--- config.mk ---
export PLATFORM = sky130hd
export DESIGN_NAME = pat_data_mem
export DESIGN_NICKNAME = d
export VERILOG_FILES = /design/src/common/pat_pkg.sv /design/src/source/pat_data_mem.sv
export SDC_FILE = /design/constraint.sdc
export NUM_CORES = 1
export LEC_CHECK = 0
export CAP_MARGIN = 25
export CORE_MARGIN = 2
export CORE_UTILIZATION = 45
export CTS_CLUSTER_DIAMETER = 200
export DETAILED_ROUTE_END_ITERATION = 6
export DONT_BUFFER_PORTS = 1
export PLACE_DENSITY = 0.6
export RECOVER_POWER = 100
export SYNTH_ARGS = -nofsm -noshare
export SYNTH_HDL_FRONTEND = slang
export SYNTH_SLANG_ARGS = --single-unit
--- constraint.sdc ---
create_clock -name clk -period 1.95 [get_ports clk]
set_input_delay 0.0975 -clock clk [delete_from_list [all_inputs] [get_ports clk]]
set_output_delay 0.0975 -clock clk [all_outputs]
set_load 0.02 [all_outputs]
--- src/common/pat_pkg.sv ---
`default_nettype none

package pat_pkg;

	// ======================================================================
	// widths
	// ======================================================================
	localparam int instr_width = 20; // one instruction word
	localparam int data_width = 8; // accumulator and data memory word
	localparam int pc_width = 10; // instruction address
	localparam int dmem_adr_width = 4; // 16 data words actually decoded

	// field positions inside the instruction word
	localparam int cond_lsb = 13; // condition at 14..13
	localparam int opc8_lsb = 8; // i8 opcode at 11..8, immediate at 7..0
	localparam int opc3_lsb = 4; // i3 opcode at 7..4
	localparam int opc0_lsb = 0; // i0 opcode at 3..0
	localparam int imm3_width = 3; // i3 immediate at 2..0

	// escape value, i8 space -> i3 space and i3 space -> i0 space
	localparam logic [3:0] prefix_ext = 4'b1111;

	// i8 opcodes
	localparam logic [3:0] opc8_or = 4'h0;
	localparam logic [3:0] opc8_and = 4'h1;
	localparam logic [3:0] opc8_addm = 4'h2;
	localparam logic [3:0] opc8_subm = 4'h3;
	localparam logic [3:0] opc8_add = 4'h4;
	localparam logic [3:0] opc8_sub = 4'h5;
	localparam logic [3:0] opc8_ldi = 4'h6;
	localparam logic [3:0] opc8_ldm = 4'h7;
	localparam logic [3:0] opc8_bf = 4'h8;
	localparam logic [3:0] opc8_stm = 4'hb;
	localparam logic [3:0] opc8_orm = 4'hd;
	localparam logic [3:0] opc8_andm = 4'he;

	// i3 opcodes
	localparam logic [3:0] opc3_shl = 4'h0;
	localparam logic [3:0] opc3_shlo = 4'h1;
	localparam logic [3:0] opc3_shr = 4'h2;
	localparam logic [3:0] opc3_asr = 4'h3;
	localparam logic [3:0] opc3_out = 4'h8;

	// i0 opcodes
	localparam logic [3:0] opc0_not = 4'h0;
	localparam logic [3:0] opc0_test = 4'h2;
	localparam logic [3:0] opc0_nop = 4'hf;

	// ======================================================================
	// types
	// ======================================================================
	typedef logic [instr_width-1:0] instr_t;
	typedef logic [data_width-1:0] data_t;
	typedef logic [pc_width-1:0] pc_t;

	// branch condition, both upper codes mean always
	typedef enum logic [1:0] {
		cond_zero = 2'b00,
		cond_neg = 2'b01,
		cond_always = 2'b10,
		cond_always_alt = 2'b11
	} cond_e;

	// decoded operation, one per kept instruction
	typedef enum logic [4:0] {
		op_or, op_and, op_add, op_sub,
		op_addm, op_subm, op_orm, op_andm,
		op_ldi, op_ldm, op_stm, op_bf,
		op_shl, op_shlo, op_shr, op_asr, op_out,
		op_not, op_test, op_nop,
		op_bad // unused encoding, runs as nop
	} op_e;

	localparam instr_t nop_word = 20'h06ff5; // escape, escape, always

endpackage

`default_nettype wire

--- src/source/pat_data_mem.sv ---
`default_nettype none

module pat_data_mem #(
	parameter int dmem_depth = 16
) (
	input wire clk,
	input wire [pat_pkg::dmem_adr_width-1:0] i_radr,
	input wire i_wr_en,
	input wire [pat_pkg::dmem_adr_width-1:0] i_wr_adr,
	input wire pat_pkg::data_t i_wr_data,
	output pat_pkg::data_t o_rdata
);
	import pat_pkg::*;

	data_t mem [dmem_depth];

	// asynchronous read, a write landing this edge is seen already
	assign o_rdata = (i_wr_en && (i_wr_adr == i_radr)) ? i_wr_data : mem[i_radr];

	always_ff @(posedge clk)
	begin
		if (i_wr_en)
			mem[i_wr_adr] <= i_wr_data;
	end

	// a store must carry the accumulator of a fully reset core
	a_wr_data_known : assert property (@(posedge clk) i_wr_en |-> !$isunknown(i_wr_data));

endmodule

`default_nettype wire

---- Word-level counts from Yosys, hierarchy flattened ----
Memory sizes are Yosys's and may differ from the RTL's.
Cells that the tools add are included.
operators by class
  multiplexer cells ....................... 3
  equal/unequal tests ..................... 1
  reduce and logical (&&, ||, !) cells .... 1
operators with widths
  kind               number
  two-way mux 8 bit  1
  == test 4 bit      1
  two-way mux 1 bit  2
  logical AND 1 bit  1
word-level totals
  flip-flop bits (word level) ............. 0
  RAM bits ................................ 128
  logic and storage cells ................. 6
  bits of input ports ..................... 18
  memories ................................ 1
memory list
  memory  words  width  read ports  clocked after Yosys merged registers in  write ports  line                RTL
  mem     16     8      1           0                                        1            pat_data_mem.sv:15  data_t mem [dmem_depth];

---- Depth between registers and ports, before layout ----
  depth in word-level cells ............... 3
  gate-level depth with buffers ........... 6
  depth with buffers taken out ............ 4

---- Least setup slack after synthesis ----
Ideal clock, no wire load.
  kind .................................... input port to flip-flop
  from .................................... input port i_wr_adr[2] (netlist name)
  to ...................................... memory mem[0][0] (netlist name) (enable)
  setup slack ............................. 0.360 ns
  arrival time ............................ 1.207 ns
  path buffers ............................ 0
  data required time ...................... 1.567 ns
  cell stages on the path ................. 2
  cells stage by stage .................... or3b_2 -> nor3_1
RTL lines
  element      line                RTL
  from (decl)  pat_data_mem.sv:9   input wire [pat_pkg::dmem_adr_width-1:0] i_wr_adr,
  to (decl)    pat_data_mem.sv:15
No word-level cell before the write port.

---- Final worst setup path ----
  from .................................... memory mem[12][1] (netlist name)
  to ...................................... output port o_rdata[1]
between the ends
  word-level cells in the longest chain between the ends .. 2
RTL lines
  element                   line                RTL
  memory read (16 x 8 bit)  n/a
  two-way mux 8 bit         pat_data_mem.sv:18  assign o_rdata = (i_wr_en && (i_wr_adr == i_radr)) ? i_wr_data : mem[i_radr];
  to (decl)                 pat_data_mem.sv:11  output pat_pkg::data_t o_rdata
Every way passes these cells.

==> impl_results.md <==
* Worst-path fanout max at 1
* Most frequent cell after synthesis: edfxtp_1
* Synth Instances at 234
* Max stage delay on crit path at 0.49 ns
* CP Launch Type: flop
* Total grt overflow at 0
* # diodes at 0
* Wirelength per Cell at 25.0 um
* Adder-Cell Fraction of Synth Area at 0
* Die area at 12500 sq um
* Clock root cell: clkbuf_16
* Syn nets at 252
* Vias in the first global route at 2555
* Synth area leaders: edfxtp_1, mux4_1, mux2i_1
* H-tree Lvls at 4
* Clk slew on worst S/H paths at 0.06 ns
* Hpwl dp at 6260 um
* Seq. cell area at 3840 sq um
* Share of cells above drive strength 1 at 0.237
* Largest net degree at the start of global routing at 34
* Post-synth EDFFs at 128
* Power density over the cells at 1070 nW/um^2
* # port buffers at 0
* Mux share of post-synthesis cell area at 0.217
* Die W at 112 um
* WL final at 10600 um
* Final period util at 1.02
* Worst EP arrival at 1.89 ns
* Final Slew Violations at 0
* Placement Rows at 39
* Drc violations at 0
* Routed Antenna Nets at 0
* Unrepaired setup endpoints after global routing: true
* Synth Flop Type: edfxtp_1
* Commonest cells post-synth: edfxtp_1, mux2i_1, mux4_1
* Initial DRC Count at 135
* CTS Buffer Depth at 2
* Crit end category: output port
* Largest register FFs at 128
* First-pass iteration count of the detailed router at 4
* HP Class: primary input to flop
* Worst Max-Slew Pin Slew at 0.703 ns
* Post-Syn Area at 5240 sq um
* Levels on crit path at 4
* Finish-stage setup viols at 5
* Dpl cells at 386
* CTS Buf Count at 17
* TritonCTS clock tree: done
* LEAKAGE at 1.98 nW
* WP buf/inv at 0
* Fmax at 503 MHz
* Initial antenna violation count at 0
* Synth Area in Compound Gates at 0
* Avg Synthesized Cell Area at 22.4 sq um
* Largest regs: mem: 128 flops
* Vias per cell at 5.59
* Global-route wire length before repair at 16100 um
* Share of the synthesized area in the top cell type at 0.734
* Finished Layout Cells at 426
* Worst Path Required at 1.85 ns
* Crit-path cells: mux4_2 > mux2i_2 > mux2i_1 > mux2_4
* YS warnings at 0
* Setup slack after layout at -0.0362 ns
* Io pins at 26
* Die H at 112 um
* Power Total at 6.54 mW
* Slowest-stage cell, CP: mux4_2
* Core region area at 11400 sq um
* Synth async-reset ratio at 0
* Largest reg by FF count: mem
* VDD IR max at 0.000570 V
* Filler instances at 903
* Main combinational cell family by area after synthesis: multiplexers
* Seq/Total Area, Yosys at 0.734
* Slew margin rel. at 0.531
* Area growth from synthesis to layout at 16.6%
* Final Hold Fails at 0
* Max_cap viols at 0
* Crit path kind: flop to output port
* Initial Util at 0.461
* Outcome: finished with violations
* Minimum clock period at 1.99 ns
* Cell family with most CP delay: multiplexers
* Area leader, netlist: edfxtp_1
* Minimum hold slack at 0.106 ns
* Total number of vias at 2383
* # nets final at 288
* Failing checks: negative setup slack
* Clk sinks at 128
* Register bit count reported by yosys at 128
* Final GP Congestion at 0.822
* Multi-input logic area at 1330 sq um
* Post-Synth Simple-Gate Area at 0.0258
* Yosys cell types at 19
* Hold path depth at 2
* Xor/xnor share of the synthesized area at 0.00669
* Total Routing Usage GR at 0.183
-- kinds of logic after synthesis --
kind of cell              after synthesis
buffers and inverters                  13
DFF                                   128
and+or+nand+nor                        25
xor gates and xnor gates                4
muxes                                  64
-- cell type report --
cell class,count,share of cell area
Sequential cell,128,0.629
Tap cell,143,0.0293
Multi-Input combinational cell,93,0.217
Clock buffer,18,0.0703
Timing Repair Buffer,30,0.0272
Clock inverter,14,0.0268
-- routing by layer --
layer | routed length [um] | track usage | share of wire | vias to the layer above
met1 | 4850 | 0.244 | 0.46 | 1268
li1 | - | - | - | 1057
met5 | 0 | 0 | 0 | -
met3 | 372 | 0.0555 | 0.035 | 15
met4 | 150 | 0.0626 | 0.014 | 0
met2 | 5270 | 0.291 | 0.50 | 43
-- final timing paths --
kind	to	start
setup / recovery	o_rdata[1]	mem[12][1]$_DFFE_PP_
hold / removal	mem[8][7]$_DFFE_PP_	i_wr_adr[1]
-- stage by stage --
step	setup slack, ns	area, sq um	utilization	setup TNS (ns)
after floorplan	0.360	5240	-	0
after global placement	0.293	5500	0.483	0
after detailed placement	0.265	5500	0.483	0
after CTS	-0.0841	6190	0.544	-0.373
after global routing	-0.138	6110	0.537	-0.713
final	-0.0362	6110	0.537	-0.101
-- where the power goes --
group | internal, mW | switching (mW)
Sequential | 3.09 | 0.0118
Clock | 2.00 | 1.12
Combinational | 0.165 | 0.156
Total | 5.25 | 1.29
-- placed cells by master (no fill, tap or decap), types with 8 or more instances in the layout --
cell           netlist  final
nor2_1              12     12
clkbuf_1             5     22
mux2i_1             24     19
clkbuf_16            0     17
mux4_2               9     24
dlygate4sd3_1        0      8
edfxtp_1           128    128
mux4_1              23      8
mux2_4               0      8
-- what timing repair did --
action | 4_1_cts | 5_1_grt
pin swaps | 0 | 0
setup buffers | 0 | 0
gates resized for setup | 24 | 7
setup endpoints to repair | 8 | 8
hold endpoints to repair | 128 | 0
hold buffers | 8 | 0
(Power assumes the default switching activity.)
