[src/common/pat_pkg.sv]
`default_nettype none

package pat_pkg;

	// ======================================================================
	// widths
	// ======================================================================
	localparam int instr_width = 20; // one instruction word
	localparam int data_width = 8; // accumulator and data memory word
	localparam int pc_width = 10; // instruction address
	localparam int dmem_adr_width = 4; // 16 data words actually decoded

	// field positions inside the instruction word
	localparam int cond_lsb = 13; // condition at 14..13
	localparam int opc8_lsb = 8; // i8 opcode at 11..8, immediate at 7..0
	localparam int opc3_lsb = 4; // i3 opcode at 7..4
	localparam int opc0_lsb = 0; // i0 opcode at 3..0
	localparam int imm3_width = 3; // i3 immediate at 2..0

	// escape value, i8 space -> i3 space and i3 space -> i0 space
	localparam logic [3:0] prefix_ext = 4'b1111;

	// i8 opcodes
	localparam logic [3:0] opc8_or = 4'h0;
	localparam logic [3:0] opc8_and = 4'h1;
	localparam logic [3:0] opc8_addm = 4'h2;
	localparam logic [3:0] opc8_subm = 4'h3;
	localparam logic [3:0] opc8_add = 4'h4;
	localparam logic [3:0] opc8_sub = 4'h5;
	localparam logic [3:0] opc8_ldi = 4'h6;
	localparam logic [3:0] opc8_ldm = 4'h7;
	localparam logic [3:0] opc8_bf = 4'h8;
	localparam logic [3:0] opc8_stm = 4'hb;
	localparam logic [3:0] opc8_orm = 4'hd;
	localparam logic [3:0] opc8_andm = 4'he;

	// i3 opcodes
	localparam logic [3:0] opc3_shl = 4'h0;
	localparam logic [3:0] opc3_shlo = 4'h1;
	localparam logic [3:0] opc3_shr = 4'h2;
	localparam logic [3:0] opc3_asr = 4'h3;
	localparam logic [3:0] opc3_out = 4'h8;

	// i0 opcodes
	localparam logic [3:0] opc0_not = 4'h0;
	localparam logic [3:0] opc0_test = 4'h2;
	localparam logic [3:0] opc0_nop = 4'hf;

	// ======================================================================
	// types
	// ======================================================================
	typedef logic [instr_width-1:0] instr_t;
	typedef logic [data_width-1:0] data_t;
	typedef logic [pc_width-1:0] pc_t;

	// branch condition, both upper codes mean always
	typedef enum logic [1:0] {
		cond_zero = 2'b00,
		cond_neg = 2'b01,
		cond_always = 2'b10,
		cond_always_alt = 2'b11
	} cond_e;

	// decoded operation, one per kept instruction
	typedef enum logic [4:0] {
		op_or, op_and, op_add, op_sub,
		op_addm, op_subm, op_orm, op_andm,
		op_ldi, op_ldm, op_stm, op_bf,
		op_shl, op_shlo, op_shr, op_asr, op_out,
		op_not, op_test, op_nop,
		op_bad // unused encoding, runs as nop
	} op_e;

	localparam instr_t nop_word = 20'h06ff5; // escape, escape, always

endpackage

`default_nettype wire

[src/source/pat_decode.sv]
`default_nettype none

module pat_decode (
	input wire clk,
	input wire reset,
	// from fetch
	input wire i_valid,
	output logic o_ready,
	input wire pat_pkg::instr_t i_instr,
	input wire pat_pkg::pc_t i_pc,
	// to execute
	input wire i_ready,
	output logic o_valid,
	output pat_pkg::op_e o_op,
	output pat_pkg::cond_e o_cond,
	output pat_pkg::data_t o_imm,
	output pat_pkg::data_t o_mem_data,
	output pat_pkg::pc_t o_pc,
	// squash from a taken branch
	input wire i_flush,
	// data memory read
	output logic [pat_pkg::dmem_adr_width-1:0] o_mem_radr,
	input wire pat_pkg::data_t i_mem_rdata
);
	import pat_pkg::*;

	logic [3:0] opc8; // i8 opcode field
	logic [3:0] opc3; // i3 opcode field, overlaps the i8 immediate
	logic [3:0] opc0; // i0 opcode field
	logic is_i8;
	logic is_i3;
	op_e op_next;
	data_t imm_next;
	logic uses_mem; // m-forms and ldm read the data memory
	logic load; // take a word from fetch this cycle

	assign opc8 = i_instr[opc8_lsb +: 4];
	assign opc3 = i_instr[opc3_lsb +: 4];
	assign opc0 = i_instr[opc0_lsb +: 4];

	// class by the escape prefixes
	assign is_i8 = (opc8 != prefix_ext);
	assign is_i3 = !is_i8 && (opc3 != prefix_ext); // otherwise i0

	// ======================================================================
	// opcode map
	// ======================================================================
	always_comb
	begin
		op_next = op_bad;
		if (is_i8)
		begin
			case (opc8)
				opc8_or: op_next = op_or;
				opc8_and: op_next = op_and;
				opc8_addm: op_next = op_addm;
				opc8_subm: op_next = op_subm;
				opc8_add: op_next = op_add;
				opc8_sub: op_next = op_sub;
				opc8_ldi: op_next = op_ldi;
				opc8_ldm: op_next = op_ldm;
				opc8_bf: op_next = op_bf;
				opc8_stm: op_next = op_stm;
				opc8_orm: op_next = op_orm;
				opc8_andm: op_next = op_andm;
				default: op_next = op_bad; // dropped bb, call, setsp
			endcase
		end
		else if (is_i3)
		begin
			case (opc3)
				opc3_shl: op_next = op_shl;
				opc3_shlo: op_next = op_shlo;
				opc3_shr: op_next = op_shr;
				opc3_asr: op_next = op_asr;
				opc3_out: op_next = op_out;
				default: op_next = op_bad;
			endcase
		end
		else
		begin
			case (opc0)
				opc0_not: op_next = op_not;
				opc0_test: op_next = op_test;
				opc0_nop: op_next = op_nop;
				default: op_next = op_bad; // mov, return etc
			endcase
		end
	end

	// full byte for i8, zero-extended shift amount otherwise
	assign imm_next = is_i8 ? i_instr[data_width-1:0]
		: {{(data_width-imm3_width){1'b0}}, i_instr[imm3_width-1:0]};

	assign uses_mem = (op_next inside {op_addm, op_subm, op_orm, op_andm, op_ldm});
	assign o_mem_radr = i_instr[dmem_adr_width-1:0]; // address wraps at 16 words

	assign o_ready = !o_valid || i_ready;
	assign load = i_valid && o_ready;

	always_ff @(posedge clk)
	begin
		if (reset || i_flush)
			o_valid <= 1'b0;
		else if (load)
			o_valid <= 1'b1;
		else if (i_ready)
			o_valid <= 1'b0; // execute took the last one
	end

	// payload towards execute
	always_ff @(posedge clk)
	begin
		if (load)
		begin
			o_op <= op_next;
			o_cond <= cond_e'(i_instr[cond_lsb +: 2]);
			o_imm <= imm_next;
			o_mem_data <= uses_mem ? i_mem_rdata : '0;
			o_pc <= i_pc; // bf target base
		end
	end

endmodule

`default_nettype wire

[config.mk]
export PLATFORM = sky130hd
export DESIGN_NAME = pat_decode
export DESIGN_NICKNAME = d
export VERILOG_FILES = /design/src/common/pat_pkg.sv /design/src/source/pat_decode.sv
export SDC_FILE = /design/constraint.sdc
export NUM_CORES = 1
export LEC_CHECK = 0
export ABC_CLOCK_PERIOD_IN_PS = 2800
export BUFFER_PORTS_ARGS = -buffer_cell sky130_fd_sc_hd__clkbuf_2
export CAP_MARGIN = 20
export CORE_ASPECT_RATIO = 0.9
export CORE_MARGIN = 5
export CORE_UTILIZATION = 44
export CTS_CLUSTER_DIAMETER = 50
export DETAILED_ROUTE_END_ITERATION = 10
export PLACE_DENSITY_LB_ADDON = 0.12
export SYNTH_ARGS = -nofsm -noshare
export SYNTH_HDL_FRONTEND = slang
export SYNTH_SLANG_ARGS = --single-unit
[constraint.sdc]
create_clock -name clk -period 2.8 [get_ports clk]
set_clock_uncertainty 0.2 [all_clocks]
set_input_delay 0.84 -clock clk [delete_from_list [all_inputs] [get_ports clk]]
set_output_delay 0.84 -clock clk [all_outputs]
set_load 0.005 [all_outputs]
[Yosys cells after proc, flatten, opt, wreduce, memory -nomap -nowiden]
Memory sizes are Yosys's and may differ from the RTL's.
Index checks and enable logic that the tools add are counted.
Word-level totals
  bits in registers: 34
  latch bits: 0
  bits in writable memories: 0
  ROM bits: 80
  input bits: 43
  output and inout bits: 39
  memories: 1
Cells by class
  add/sub/neg operators: 0
  multipliers: 0
  divide/modulo/power cells: 0
  magnitude comparators: 0
  eq/ne operators: 13
  shift operators: 0
  muxes and demuxes: 6
  bitwise operators: 0
  reduce and logical (&&, ||, !) cells: 10
Memory list
  (no name shown): words 16, width 5, rd ports 1, clocked after Yosys merged registers in 0, write ports 0, line pat_decode.sv:53  | case (opc8)
Operator list (number)
  5-bit one-hot mux with 5 select lines: 1
  5-bit by 3-bit equality test with 1-bit output, second input constant: 4
  4-bit by 2-bit equality test with 1-bit output, second input constant: 3
  5-bit two-way mux: 2
  3-bit one-hot mux with 3 select lines: 1
  4-bit equality test, second input constant: 2
  4-bit logical NOT: 2
  4-bit inequality test, second input constant: 2
  5-bit by 4-bit equality test with 1-bit output, second input constant: 1
  5-bit nonzero test: 1
  4-bit by 1-bit equality test with 1-bit output, second input constant: 1
  1-bit logical AND: 2
  1-bit logical NOT: 2
  1-bit logical OR: 2
  1-bit two-way mux: 2
  2-bit nonzero test: 1

[Longest topological paths before layout]
  depth in word-level cells: 7
  gate-level depth with buffers: 7
  gate-level depth less buffers: 6

[Least setup slack after synthesis]
OpenSTA, ideal clock, no wires.
  kind: input to register
  from: in i_instr[8]
  to: reg o_mem_data[0] (data pin)
  setup time: 270 ps
  arrival: 2039 ps
  slack: 291 ps
  stages on the path: 7
  cell sequence: inv_1 ha_1 or3b_1 o21ai_0 o32a_1 buf_4 a21oi_2
Between the ends
  longest elaborated chain between the ends: 7
RTL lines
  start, declared: line pat_decode.sv:9  | input wire pat_pkg::instr_t i_instr,
  parallel branches: the longest is 4 deep, another holds memory 16 x 5 bit
  5-bit two-way mux (*): line pat_decode.sv:51  | if (is_i8)
  5-bit by 3-bit equality test with 1-bit output or 5-bit by 4-bit equality test with 1-bit output (tied branches): line pat_decode.sv:95  | assign uses_mem = (op_next inside {op_addm, op_subm, op_orm, op_andm, op_ldm});
  5-bit nonzero test (*): line pat_decode.sv:95
  end signal, assigned: line pat_decode.sv:119  | o_mem_data <= uses_mem ? i_mem_rdata : '0;
  end, declared: line pat_decode.sv:17  | output pat_pkg::data_t o_mem_data,
Mark *: on every way between the ends.
A chain may end at the register's enable or synchronous reset.

[Worst setup path after layout]
  from: in i_instr[8]
  to: reg o_mem_data[4] (data pin)
The elaborated chain is that of the path after synthesis.

==> summary.md <==
| Metric | Value |
|---|---|
| Chip width | between 70 and 80 um |
| Root buffer cell | sky130_fd_sc_hd__clkbuf_8 |
| Initial Utilization | between 40% and 50% |
| Final hold slack | 0.331 ns |
| Antenna diode count | 0 |
| Synth top area share | 65.0% |
| Number of global-route vias before repair | around 1100 |
| Share of the clock period used by the worst path after layout | 87.0% |
| Cell types with the highest counts after synthesis | sky130_fd_sc_hd__edfxtp_1 (33), sky130_fd_sc_hd__nand2_1 (14), sky130_fd_sc_hd__a21oi_2 (8) |
| Port Buffer Count | 75 |
| GRT Residual Overflow | 0 |
| Final Slew Violations | 0 |
| Arrival time reported for the critical path endpoint | ~2.3 ns |
| Slew of the pin with the lowest slew margin | roughly 0.47 ns |
| Global-route wire length before repair | slightly above 5 mm |
| Terminus of the critical flop-to-flop path | o_cond[1]$_DFFE_PP_ |
| GRT Total Usage | between 10 and 15% |
| Dominant synthesized flop cell | sky130_fd_sc_hd__edfxtp_1 |
| Number of storage elements in the synthesis netlist | 34 |
| Maximum achievable frequency | 411 MHz |
| Gate count of the mapped netlist | around 110 |
| Total of hold buffers inserted after clock tree synthesis | 0 |
| Skew-Pair Late Insertion Delay | 0.27 ns |
| Via count | roughly 1200 |
| Startpoint of the most critical hold path | o_valid$_SDFFE_PP0P_ |
| Clock Path Buffers | 2 |
| Sink count of the clock tree | 34 |
| Most repeated cell in the gate-level netlist after synthesis | sky130_fd_sc_hd__edfxtp_1 |
| PD cells | between 500 and 600 nW/um^2 |
| Async SR Flop Fraction | 0% |
| Static leakage | 0.880 nW |
| Per-instance average area after synthesis | between 10 and 15 um^2 |
| Via count normalized by instance count | around 5 |
| Maximum number of pins on one net before global-route repair | 34 |
| P&R area growth vs syn | 33.0% |
| Final setup violation count | 0 |
| Classification of the worst setup path | in2reg |
| Post-route antenna net violation count | 0 |
| Tmin final | roughly 2.4 ns |
| Max FO, Critical Path | 9 |
| Avg WL per Cell | roughly 13 um |
| Vertical die dimension | around 66 um |
| Std-Cell Rows | 20 |
| Detailed placement HPWL | approximately 2.4 mm |
| Max H-tree Level | 2 |
| Sink of the worst hold path | o_valid$_SDFFE_PP0P_ |
| Path class of the lowest-slack min-delay path | reg2reg |
| Share of layout cells above drive strength 1 | between 50% and 60% |
| Result of the run | finished clean |
| Antenna violations before repair | 0 |
| Post-layout utilization of the core | around three fifths |
| Drt first-iter violations | 75 |
| Setup slack, reg-to-reg | approximately 1.3 ns |
| Core area | around 3400 um^2 |
| Post-synth EDFFs | 33 |
| Detailed Routing Iterations Pass 1 | 5 |
| Max-cap check violation count | 0 |
| Number of cells on the worst reg-to-reg path | 3 |
| Post-CTS setup buffer count | 0 |
| Total Die Area | between 4000 and 5000 um^2 |
| Proportion of synthesized chip area in sequential cells | about two thirds |
| Total Nets Final | between 200 and 250 |
| Clock transition at the registers of the reported paths | approximately 0.06 ns |
| Worst hold stages | 2 |
| Worst slew margin relative to its limit | between 60 and 70% |
| TritonCTS clock tree | yes |
| Accumulated negative setup slack | 0 ns |
| Io pins | around 80 |
| Largest cells by area after synthesis | sky130_fd_sc_hd__edfxtp_1 (65%), sky130_fd_sc_hd__a21oi_2 (4.6%), sky130_fd_sc_hd__buf_4 (3.4%) |
| Post-Syn Area | about 1500 um^2 |
| Placer's final routability congestion estimate | 0.737 |
| Peak supply drop | roughly 0.19 mV |
| Kind of end point of the critical path | flip-flop |
| Critical register-to-register path startpoint | o_valid$_SDFFE_PP0P_ |
| Critical Path Slowest Stage Cell | sky130_fd_sc_hd__or3b_1 |
| Number of buffers created by CTS | 5 |
| Post-synth net total | 160 |
| Largest stage delay on the critical path | roughly 0.39 ns |
| Yosys warns | 0 |
| RSZ-0062 raised after global routing | no |
| Biggest area consumer among synthesized cells | sky130_fd_sc_hd__edfxtp_1 |
| Total DRC errors in the routed layout | 0 |
| Number of hold-slack violations in the final timing report | 0 |
| Critical path startpoint category | input port |
| Yosys cell types | 31 |
| Number of cells upsized or downsized after cts | 0 |
| Cell chain of the critical path | clkbuf_2, inv_1, ha_1, or3b_1, o21ai_0, o32a_1, buf_12, a21oi_2 |
| Aggregate routed wire length | ~3.1 mm |
| Worst path required time | about 2.6 ns |
routing by layer:
metal / vias up / GRT usage (%) / routed length [um]
li1: 573 / - / -
met1: 541 / 15.4 / 1220
met2: 51 / 24.9 / 1590
met3: 6 / 3.50 / 257
met4: 0 / 9.15 / 71
met5: - / 0 / 0
where the power goes:
part,internal (mW),switching [mW]
Combinational,0.0737,0.0797
Sequential,0.599,0.00836
Clock,0.166,0.156
layout make-up:
class,count,area [um^2]
Clock inverter,2,10.0
Sequential cell,34,1010
Inverter,5,18.8
Tap cell,44,55.1
Fill cell,290,1330
Multi-Input combinational cell,67,439
Timing Repair Buffer,80,425
Clock buffer,5,68.8
worst max-delay path, delay by kind of cell:
kind | cells | cell delay [ns]
buffers and inverters | 3 | 0.32
adder cells (fa/ha/maj) | 1 | 0.30
AND/OR/NAND/NOR | 1 | 0.39
AO/OA/AOI/OAI | 3 | 0.38
cells by family (layout without fill, tap and decap cells):
kind of cell / after synthesis / in the layout / synth area share [%]
AND/OR/NAND/NOR: 41 / 41 / 14.8
flip-flops: 34 / 34 / 66.3
AO/OA/AOI/OAI: 23 / 23 / 11.5
buffers and inverters: 13 / 92 / 4.92
adder cells (fa/ha/maj): 3 / 3 / 2.46
layout by cell type, fill, tap and decap left out, types with 2 or more instances in the layout:
cell,instances
sky130_fd_sc_hd__or3_1,2
sky130_fd_sc_hd__nor2_1,2
sky130_fd_sc_hd__inv_1,4
sky130_fd_sc_hd__and2_1,6
sky130_fd_sc_hd__nand2_1,14
sky130_fd_sc_hd__a21oi_2,8
sky130_fd_sc_hd__o221ai_1,2
sky130_fd_sc_hd__clkbuf_2,75
sky130_fd_sc_hd__nor2b_1,3
sky130_fd_sc_hd__a211oi_1,3
sky130_fd_sc_hd__clkbuf_8,5
sky130_fd_sc_hd__clkinv_2,2
sky130_fd_sc_hd__nand4_1,3
sky130_fd_sc_hd__ha_1,3
sky130_fd_sc_hd__nand3_1,2
sky130_fd_sc_hd__a21oi_1,4
sky130_fd_sc_hd__edfxtp_1,33
sky130_fd_sc_hd__nand2b_1,3
sky130_fd_sc_hd__buf_4,4
flip-flops by register name (all words and copies together), names as in the netlist:
signal	count
o_cond	2
o_imm	8
o_mem_data	8
o_op	5
o_pc	10
o_valid	1
how the worst max path moves through the flow:
stage	from	endpoint	slack, ns	cells past startpoint
after detailed placement	i_instr[8]	o_mem_data[4]$_SDFFCE_PN0P_	0.07	8
final	i_instr[8]	o_mem_data[4]$_SDFFCE_PN0P_	0.37	8
after global routing	i_instr[8]	o_mem_data[4]$_SDFFCE_PN0P_	0.29	8
after floorplan	i_instr[8]	o_mem_data[0]$_SDFFCE_PN0P_	0.29	7
after global placement	i_instr[8]	o_mem_data[1]$_SDFFCE_PN0P_	0.09	8
after CTS	i_instr[8]	o_mem_data[4]$_SDFFCE_PN0P_	0.36	8
metrics by stage:
stage	instances	area (um^2)	setup slack (ns)	total power, mW
finish	237	2030	0.365	1.08
global route	237	2030	0.288	1.14
CTS	237	2030	0.358	1.10
detailed placement	230	1950	0.0737	0.775
global placement	230	1950	0.0914	0.769
floorplan	114	1530	0.291	0.690
(Power assumes the default switching activity.)
