**config.mk**
```make
export PLATFORM = sky130hd
export DESIGN_NAME = pat_execute
export DESIGN_NICKNAME = d
export VERILOG_FILES = /design/src/common/pat_pkg.sv /design/src/source/pat_alu.sv /design/src/source/pat_execute.sv
export SDC_FILE = /design/constraint.sdc
export NUM_CORES = 1
export LEC_CHECK = 0
export ABC_CLOCK_PERIOD_IN_PS = 6820
export BUFFER_PORTS_ARGS = -buffer_cell sky130_fd_sc_hd__clkbuf_2
export CAP_MARGIN = 5
export CORE_MARGIN = 2
export CORE_UTILIZATION = 60
export DETAILED_ROUTE_END_ITERATION = 16
export HOLD_SLACK_MARGIN = 0.1
export PLACE_DENSITY = 0.89
export SYNTH_ARGS = -nofsm -noshare
export SYNTH_HDL_FRONTEND = slang
export SYNTH_SLANG_ARGS = --single-unit
```
**constraint.sdc**
```tcl
create_clock -name clk -period 6.82 [get_ports clk]
set_input_delay 1.023 -clock clk [delete_from_list [all_inputs] [get_ports clk]]
set_output_delay 1.023 -clock clk [all_outputs]
set_load 0.1 [all_outputs]
```
**src/common/pat_pkg.sv**
```systemverilog
`default_nettype none

package pat_pkg;

	// ======================================================================
	// widths
	// ======================================================================
	localparam int instr_width = 20; // one instruction word
	localparam int data_width = 8; // accumulator and data memory word
	localparam int pc_width = 10; // instruction address
	localparam int dmem_adr_width = 4; // 16 data words actually decoded

	// field positions inside the instruction word
	localparam int cond_lsb = 13; // condition at 14..13
	localparam int opc8_lsb = 8; // i8 opcode at 11..8, immediate at 7..0
	localparam int opc3_lsb = 4; // i3 opcode at 7..4
	localparam int opc0_lsb = 0; // i0 opcode at 3..0
	localparam int imm3_width = 3; // i3 immediate at 2..0

	// escape value, i8 space -> i3 space and i3 space -> i0 space
	localparam logic [3:0] prefix_ext = 4'b1111;

	// i8 opcodes
	localparam logic [3:0] opc8_or = 4'h0;
	localparam logic [3:0] opc8_and = 4'h1;
	localparam logic [3:0] opc8_addm = 4'h2;
	localparam logic [3:0] opc8_subm = 4'h3;
	localparam logic [3:0] opc8_add = 4'h4;
	localparam logic [3:0] opc8_sub = 4'h5;
	localparam logic [3:0] opc8_ldi = 4'h6;
	localparam logic [3:0] opc8_ldm = 4'h7;
	localparam logic [3:0] opc8_bf = 4'h8;
	localparam logic [3:0] opc8_stm = 4'hb;
	localparam logic [3:0] opc8_orm = 4'hd;
	localparam logic [3:0] opc8_andm = 4'he;

	// i3 opcodes
	localparam logic [3:0] opc3_shl = 4'h0;
	localparam logic [3:0] opc3_shlo = 4'h1;
	localparam logic [3:0] opc3_shr = 4'h2;
	localparam logic [3:0] opc3_asr = 4'h3;
	localparam logic [3:0] opc3_out = 4'h8;

	// i0 opcodes
	localparam logic [3:0] opc0_not = 4'h0;
	localparam logic [3:0] opc0_test = 4'h2;
	localparam logic [3:0] opc0_nop = 4'hf;

	// ======================================================================
	// types
	// ======================================================================
	typedef logic [instr_width-1:0] instr_t;
	typedef logic [data_width-1:0] data_t;
	typedef logic [pc_width-1:0] pc_t;

	// branch condition, both upper codes mean always
	typedef enum logic [1:0] {
		cond_zero = 2'b00,
		cond_neg = 2'b01,
		cond_always = 2'b10,
		cond_always_alt = 2'b11
	} cond_e;

	// decoded operation, one per kept instruction
	typedef enum logic [4:0] {
		op_or, op_and, op_add, op_sub,
		op_addm, op_subm, op_orm, op_andm,
		op_ldi, op_ldm, op_stm, op_bf,
		op_shl, op_shlo, op_shr, op_asr, op_out,
		op_not, op_test, op_nop,
		op_bad // unused encoding, runs as nop
	} op_e;

	localparam instr_t nop_word = 20'h06ff5; // escape, escape, always

endpackage

`default_nettype wire

```
**src/source/pat_alu.sv**
```systemverilog
`default_nettype none

module pat_alu (
	input wire pat_pkg::data_t i_a, // accumulator
	input wire pat_pkg::data_t i_b, // immediate or memory word
	input wire pat_pkg::op_e i_op,
	output pat_pkg::data_t o_y
);
	import pat_pkg::*;

	logic [2:0] sh; // shift amount
	data_t ones_mask; // low sh bits set, for shlo

	assign sh = i_b[2:0];
	assign ones_mask = ~({data_width{1'b1}} << sh);

	always_comb
	begin
		case (i_op)
			// logic, the m-forms share the register forms
			op_or, op_orm: o_y = i_a | i_b;
			op_and, op_andm: o_y = i_a & i_b;
			op_not: o_y = ~i_a;
			// arithmetic wraps at data_width
			op_add, op_addm: o_y = i_a + i_b;
			op_sub, op_subm: o_y = i_a - i_b;
			// shifts
			op_shl: o_y = i_a << sh;
			op_shlo: o_y = (i_a << sh) | ones_mask; // vacated bits filled with ones
			op_shr: o_y = i_a >> sh;
			op_asr: o_y = data_t'($signed(i_a) >>> sh); // sign bit kept
			// loads pass the operand
			op_ldi, op_ldm: o_y = i_b;
			default: o_y = i_a; // ops that do not write the accumulator
		endcase
	end

endmodule

`default_nettype wire

```
**src/source/pat_execute.sv**
```systemverilog
`default_nettype none

module pat_execute (
	input wire clk,
	input wire reset,
	// from decode
	input wire i_valid,
	output logic o_ready,
	input wire pat_pkg::op_e i_op,
	input wire pat_pkg::cond_e i_cond,
	input wire pat_pkg::data_t i_imm,
	input wire pat_pkg::data_t i_mem_data,
	input wire pat_pkg::pc_t i_pc,
	// branch redirect to fetch and decode
	output logic o_redirect,
	output pat_pkg::pc_t o_target,
	// store to data memory
	output logic o_wr_en,
	output logic [pat_pkg::dmem_adr_width-1:0] o_wr_adr,
	output pat_pkg::data_t o_wr_data,
	// out port
	output logic o_out_valid,
	output pat_pkg::data_t o_out_data,
	input wire i_out_ready
);
	import pat_pkg::*;

	data_t acc; // accumulator
	logic z; // zero flag
	logic n; // negative flag
	data_t alu_b;
	data_t alu_y;
	logic commit; // instruction retires on this edge
	logic writes_acc;
	logic cond_ok;

	// ======================================================================
	// commit control
	// ======================================================================
	assign o_ready = !(o_out_valid && !i_out_ready); // out register full and held
	assign commit = i_valid && o_ready;

	assign alu_b = (i_op inside {op_addm, op_subm, op_orm, op_andm, op_ldm}) ? i_mem_data : i_imm;

	assign writes_acc = (i_op inside {op_or, op_and, op_add, op_sub, op_addm, op_subm,
		op_orm, op_andm, op_ldi, op_ldm, op_shl, op_shlo, op_shr, op_asr, op_not});

	always_comb
	begin
		case (i_cond)
			cond_zero: cond_ok = z;
			cond_neg: cond_ok = n;
			default: cond_ok = 1'b1; // both always codes
		endcase
	end

	// taken bf, relative to its own pc
	assign o_redirect = commit && (i_op == op_bf) && cond_ok;
	assign o_target = i_pc + {{(pc_width-data_width){i_imm[data_width-1]}}, i_imm};

	pat_alu u_alu (
		.i_a(acc),
		.i_b(alu_b),
		.i_op(i_op),
		.o_y(alu_y)
	);

	// architectural state
	always_ff @(posedge clk)
	begin
		if (reset)
		begin
			acc <= '0;
			z <= 1'b0;
			n <= 1'b0;
		end
		else if (commit)
		begin
			if (writes_acc)
				acc <= alu_y;
			if (i_op == op_test)
			begin
				z <= (acc == '0);
				n <= acc[data_width-1];
			end
		end
	end

	// stm, lands in memory on the following edge
	always_ff @(posedge clk)
	begin
		if (reset)
			o_wr_en <= 1'b0;
		else
			o_wr_en <= commit && (i_op == op_stm);
	end

	always_ff @(posedge clk)
	begin
		if (commit && (i_op == op_stm))
		begin
			o_wr_adr <= i_imm[dmem_adr_width-1:0];
			o_wr_data <= acc;
		end
	end

	// ======================================================================
	// out port
	// ======================================================================
	always_ff @(posedge clk)
	begin
		if (reset)
			o_out_valid <= 1'b0;
		else if (commit && (i_op == op_out))
			o_out_valid <= 1'b1; // may replace a value taken this edge
		else if (i_out_ready)
			o_out_valid <= 1'b0;
	end

	always_ff @(posedge clk)
	begin
		if (commit && (i_op == op_out))
			o_out_data <= acc;
	end

	// a stalled value holds until the consumer takes it
	a_out_stable : assert property (
		@(posedge clk) disable iff (reset)
		(o_out_valid && !i_out_ready) |=> (o_out_valid && $stable(o_out_data))
	);

endmodule

`default_nettype wire

```
## After elaboration in Yosys (flattened, before gate mapping)

Cells that the tools add are included.

- $add $sub $neg: 3
- Multiply operators: 0
- Divide/modulo/power cells: 0
- Order comparisons: 0
- Equality and inequality tests: 19
- Shift-type cells: 4
- Multiplexer cells: 5
- Bitwise gates (word level): 5
- Reduce and logical (&&, ||, !) cells: 22

Operator list:

| cell | number |
|---|---|
| 8-bit one-hot mux with 10 select lines | 1 |
| 5-bit by 4-bit == test with 1-bit output, second input constant | 8 |
| 5-bit by 3-bit == test with 1-bit output, second input constant | 4 |
| 8-bit NOT | 2 |
| 8-bit bitwise OR | 2 |
| 5-bit == test, second input constant | 3 |
| 15-bit nonzero test | 1 |
| 10-bit adder | 1 |
| 5-bit by 2-bit == test with 1-bit output, second input constant | 2 |
| 10-bit nonzero test | 1 |
| 2-bit OR reduction | 5 |
| 8-bit adder | 1 |
| 8-bit bitwise AND | 1 |
| 8-bit logical NOT | 1 |
| 8-bit 2-to-1 mux | 1 |
| 8-bit by 3-bit left shift with 8-bit output | 1 |
| 8-bit by 3-bit left shift with 8-bit output, first input constant | 1 |
| 8-bit by 3-bit right shift with 8-bit output | 1 |
| 8-bit by 3-bit >>> shifter with 8-bit output | 1 |
| 8-bit subtractor | 1 |
| 1-bit logical AND | 6 |
| 5-bit by 1-bit == test with 1-bit output, second input constant | 1 |
| 5-bit logical NOT | 1 |
| 5-bit nonzero test | 1 |
| 8 further kinds | 10 |

- Bits in registers: 32
- Latch bits: 0
- Bits in writable memories: 0
- ROM bits: 0
- Bits of input ports: 37
- Output and inout port bits: 34
- Logic and storage cells: 66
- Memories: 0

## Logic depth before layout (Yosys ltp)

- Depth after elaboration: 7
- Gate-level depth with buffers: 17
- Mapped depth without buffers: 16

## Cells and area by module

A second synthesis with hierarchy kept.

- Cell total of the unflattened synthesis: 367
- Area total of the unflattened synthesis: 3375.7 sq um

Modules (own cells, without submodules):

| module | instances | cells an instance | area an instance (sq um) |
|---|---|---|---|
| pat_alu | 1 | 231 | 1694.1 |
| pat_execute | 1 | 136 | 1681.6 |

## Least setup slack after synthesis

No wires, ideal clock.

- Path kind: input -> output
- From: input port i_out_ready
- To: output port o_redirect
- Data arrival time: 4.288 ns
- Data required time: 5.797 ns
- Slack: 1.509 ns
- Cell stages on the path: 4
- Path buffers: 0
- Path through: nand2b_1 and2_1 nand3_1 nor3_1

- Cells in the longest elaborated chain, start to end: 6

Ends and longest elaborated chain:

| item | line | text |
|---|---|---|
| from (decl) | pat_execute.sv:24 | `input wire i_out_ready` |
| 1-bit logical NOT | pat_execute.sv:40 | `assign o_ready = !(o_out_valid && !i_out_ready);` |
| 1-bit logical AND | pat_execute.sv:40 |  |
| 1-bit logical NOT | pat_execute.sv:40 |  |
| 1-bit logical AND | pat_execute.sv:41 | `assign commit = i_valid && o_ready;` |
| 1-bit logical AND (2 in series) | pat_execute.sv:58 | `assign o_redirect = commit && (i_op == op_bf) && cond_ok;` |
| to (decl) | pat_execute.sv:15 | `output logic o_redirect,` |

No other way between the ends.

## Worst setup path after layout

- From: input port i_op[0]
- To: register acc[5]

- Cells in the longest elaborated chain, start to end: 7
- Elaborated cells on any way between the ends: 36

Ends and longest elaborated chain:

| item | line | text |
|---|---|---|
| from (decl) | pat_execute.sv:9 | `input wire pat_pkg::op_e i_op,` |
| parallel branches: the longest is 7 deep, another holds 8-bit subtractor | - |  |
| to (signal assigned) | pat_execute.sv:80 | `acc <= alu_y;` |
| to (decl) | pat_execute.sv:28 | `data_t acc;` |

Several ways; the timed one is not identified.
A chain may end at the register's enable or synchronous reset.

==> flow_metrics.tcl <==
set metrics [dict create \
    wl_met1_um 4367 \
    slew_violations 0 \
    wl_per_cell_um 19.96 \
    clk_latency_ns 0.29 \
    hold_buffers 0 \
    r2r_end "acc[6]" \
    start_kind "primary input" \
    cp.arrival_ns 4.95 \
    cpPeakStageDelay_ns 0.69 \
    grt_pass1_wl_um 17410 \
    diodes 0 \
    ctsResizeCount 0 \
    cp.required_ns 6.98 \
    totalWireLength_um 10760 \
    r2r_cells 10 \
    yosysTopAreaCell "edfxtp_1" \
    finalCritPeriodShare_pct 70.22 \
    finClkSkew_ns 0.01085 \
    yosysUniqueCellTypes 72 \
    drc 0 \
    ys.flop_type "edfxtp_1" \
    drt_iter0_markers 555 \
    start_util_pct 61.50 \
    synth_seq_cells 32 \
    num_vias 3561 \
    async_flop_share_pct 0 \
    nNetsFinal 528 \
    final_core_utilization_pct 69.89 \
    highest_layer "met4" \
    hold_viol_final 0 \
    end_kind "flip-flop" \
    grt-ovfl-total 0 \
    grt_max_degree 28 \
    grt_pass1_vias 3405 \
    syn_inst 409 \
    syn_area_um2 3366 \
    crit_end "acc[5]" \
    place_hpwl_um 8208 \
    rsz0062_at_grt "no" \
    final_antenna_net_count 0 \
    crit_path_top_delay_cell "mux2i_4" \
    setup_viol 0 \
    finalSetupTns_ns 0 \
    cap_violations 0 \
    clock_sinks 32 \
    vdd_drop_max_mv 0.1458 \
    rr_startpoint "acc[0]" \
    drtPass1Iterations 5 \
    yosys-top-cells-area "edfxtp_1, ha_1, dfxtp_1" \
    io_pins 71 \
    postCtsSetupBuffers 0 \
    pre_cts_slack_ns 1.845 \
    crit_path_frequent_cell "nand2_1" \
    maxSlewHeadroom_pct 9.125 \
    cts.clk_slew.worst_paths_ns 0.07 \
    rows 27 \
    period_minus_slack_ns 4.789 \
    final_cell_mix "clkbuf_2, nand2_1, a21oi_1" \
    mostFrequentLayoutCell "clkbuf_2" \
    drive_above_1_share_pct 21.20 \
    yosysSeqAreaShare_pct 24.98 \
    grt_antenna_before_repair 0 \
    cp-startpoint "i_op[0]" \
    port_buffers 70 \
    fmax_mhz 208.8 \
    clk_path_buf_depth 2 \
    cts_tree "built" \
    design.die.area_um2 6224 \
    hp-class "reg -> reg" \
    die_h_um 78.90 \
    ff2ff_setup_slack_ns 4.33 \
    ys_warn_count 0 \
    gp_congestion 1.034 \
    avgSynthCellArea_um2 8.229 \
    cts_buffers 5 \
    place_area_um2 3714 \
    setup_ws_ns 2.031 \
    crit_type "in -> reg" \
    clock-root-buffer "clkbuf_8" \
    synth_nets 471 \
    worstMarginPinSlew_ns 1.358 \
    synth-edff-count 20 \
    status "finished, final reports clean" \
    viasPerCell 6.607 \
    p_leak_uw 0.001595 \
    fillers 461 \
    power_density_nw_per_um2 191.5 \
    core_um2 5473 \
    yosysTopAreaCellShare_pct 17.84 \
    fin_area_um2 3825 \
    hold_depth 2 \
    dr_wl_met2_um 4858 \
    htreeDepth 2 \
    worstPathCellList "clkbuf_2 -> and4bb_4 -> o21ai_4 -> mux2i_4 -> inv_2 -> nor2_4 -> nand2_1 -> nand2_1 -> xnor2_1 -> ha_1 -> o21a_1 -> o31ai_1 -> a21oi_1 -> xor2_1 -> a22o_1 -> a211oi_1 -> a31oi_1" \
    cp_max_fo 24 \
    grt_usage_pct 36.16 \
    met3_length_um 1020 \
    die_w_um 78.90 \
    synthToLayoutAreaGrowth_pct 13.64 \
]
-- layout make-up --
cell class	instances	area, µm²	area share (%)
clock buffer	5	68.82	1.799
inverter	21	81.33	2.126
timing repair buffer	73	372.9	9.748
multi-input combinational	333	2328	60.88
tap	72	90.09	2.355
sequential	32	840.8	21.98
clock inverter	3	42.54	1.112
-- how the worst min path moves through the flow --
stage               startpoint  end  slack [ns]
floorplan                    z    z        0.43
global placement             z    z        0.44
detailed placement           z    z        0.48
CTS                          z    z        0.49
global route                 z    z        0.51
finish                       z    z        0.50
-- synthesized netlist by cell type (3+ instances only) --
cell,count
clkbuf_1,10
edfxtp_1,20
a31oi_1,12
a32oi_1,4
ha_1,23
xor2_1,8
a211oi_1,9
xnor2_1,12
nor4_1,6
mux2i_1,13
and2_1,4
nor3_1,18
o21bai_1,3
o21ai_0,28
nand2b_1,6
o31ai_1,3
buf_2,8
a21oi_1,32
o211ai_1,8
a311oi_1,3
nand4_1,4
o21ai_1,5
dfxtp_1,12
nand3_1,11
and3_1,4
inv_2,3
nor2b_1,5
inv_1,17
nor2_1,23
a21o_1,5
buf_4,3
nand2_1,36
o22ai_1,3
-- sequential cells by signal, indices dropped and copies added, names as in the netlist --
signal       cells
o_wr_data        8
o_out_data       8
o_wr_en          1
z                1
n                1
o_out_valid      1
acc              8
o_wr_adr         4
-- metal layers --
metal	global-route usage [%]	up-vias
met4	18.62	0
met1	46.84	1596
li1	-	1666
met5	0	-
met3	7.159	51
met2	57.35	248
-- power breakdown --
| part | internal [µW] | total (µW) | switching, µW |
|---|---|---|---|
| combinational | 92.5 | 321 | 229 |
| sequential | 211 | 227 | 15.7 |
| clock | 108 | 185 | 76.5 |
-- critical path: cells and delay by family --
kind / cells / cell delay, ns
AOI/OAI and AO/OA: 7 / 1.34
and+or+nand+nor: 4 / 0.72
muxes: 1 / 0.69
buffers and inverters: 2 / 0.60
xor gates and xnor gates: 2 / 0.29
adders and majority gates: 1 / 0.27
-- per-stage QoR --
step                      std cells  power (µW)  hold slack (ns)
after CTS                       539       725.6           0.4882
after global routing            539       762.2           0.5121
after floorplan                 409       474.5           0.4257
after global placement          531       540.2           0.4396
final                           539       732.7           0.4957
after detailed placement        531       544.5           0.4782
-- cells by family (layout without fill, tap and decap cells) --
logic type      Yosys count  count (layout)  synth area share (%)
compound gates          145             145                 29.22
simple gates            128             128                 19.81
buf+inv                  44             102                 5.836
flops                    32              32                 24.98
fa+ha+maj                25              25                 9.740
xor+xnor                 20              20                 5.205
mux                      15              15                 5.204
Note: power is estimated with default switching activity, not from simulation.
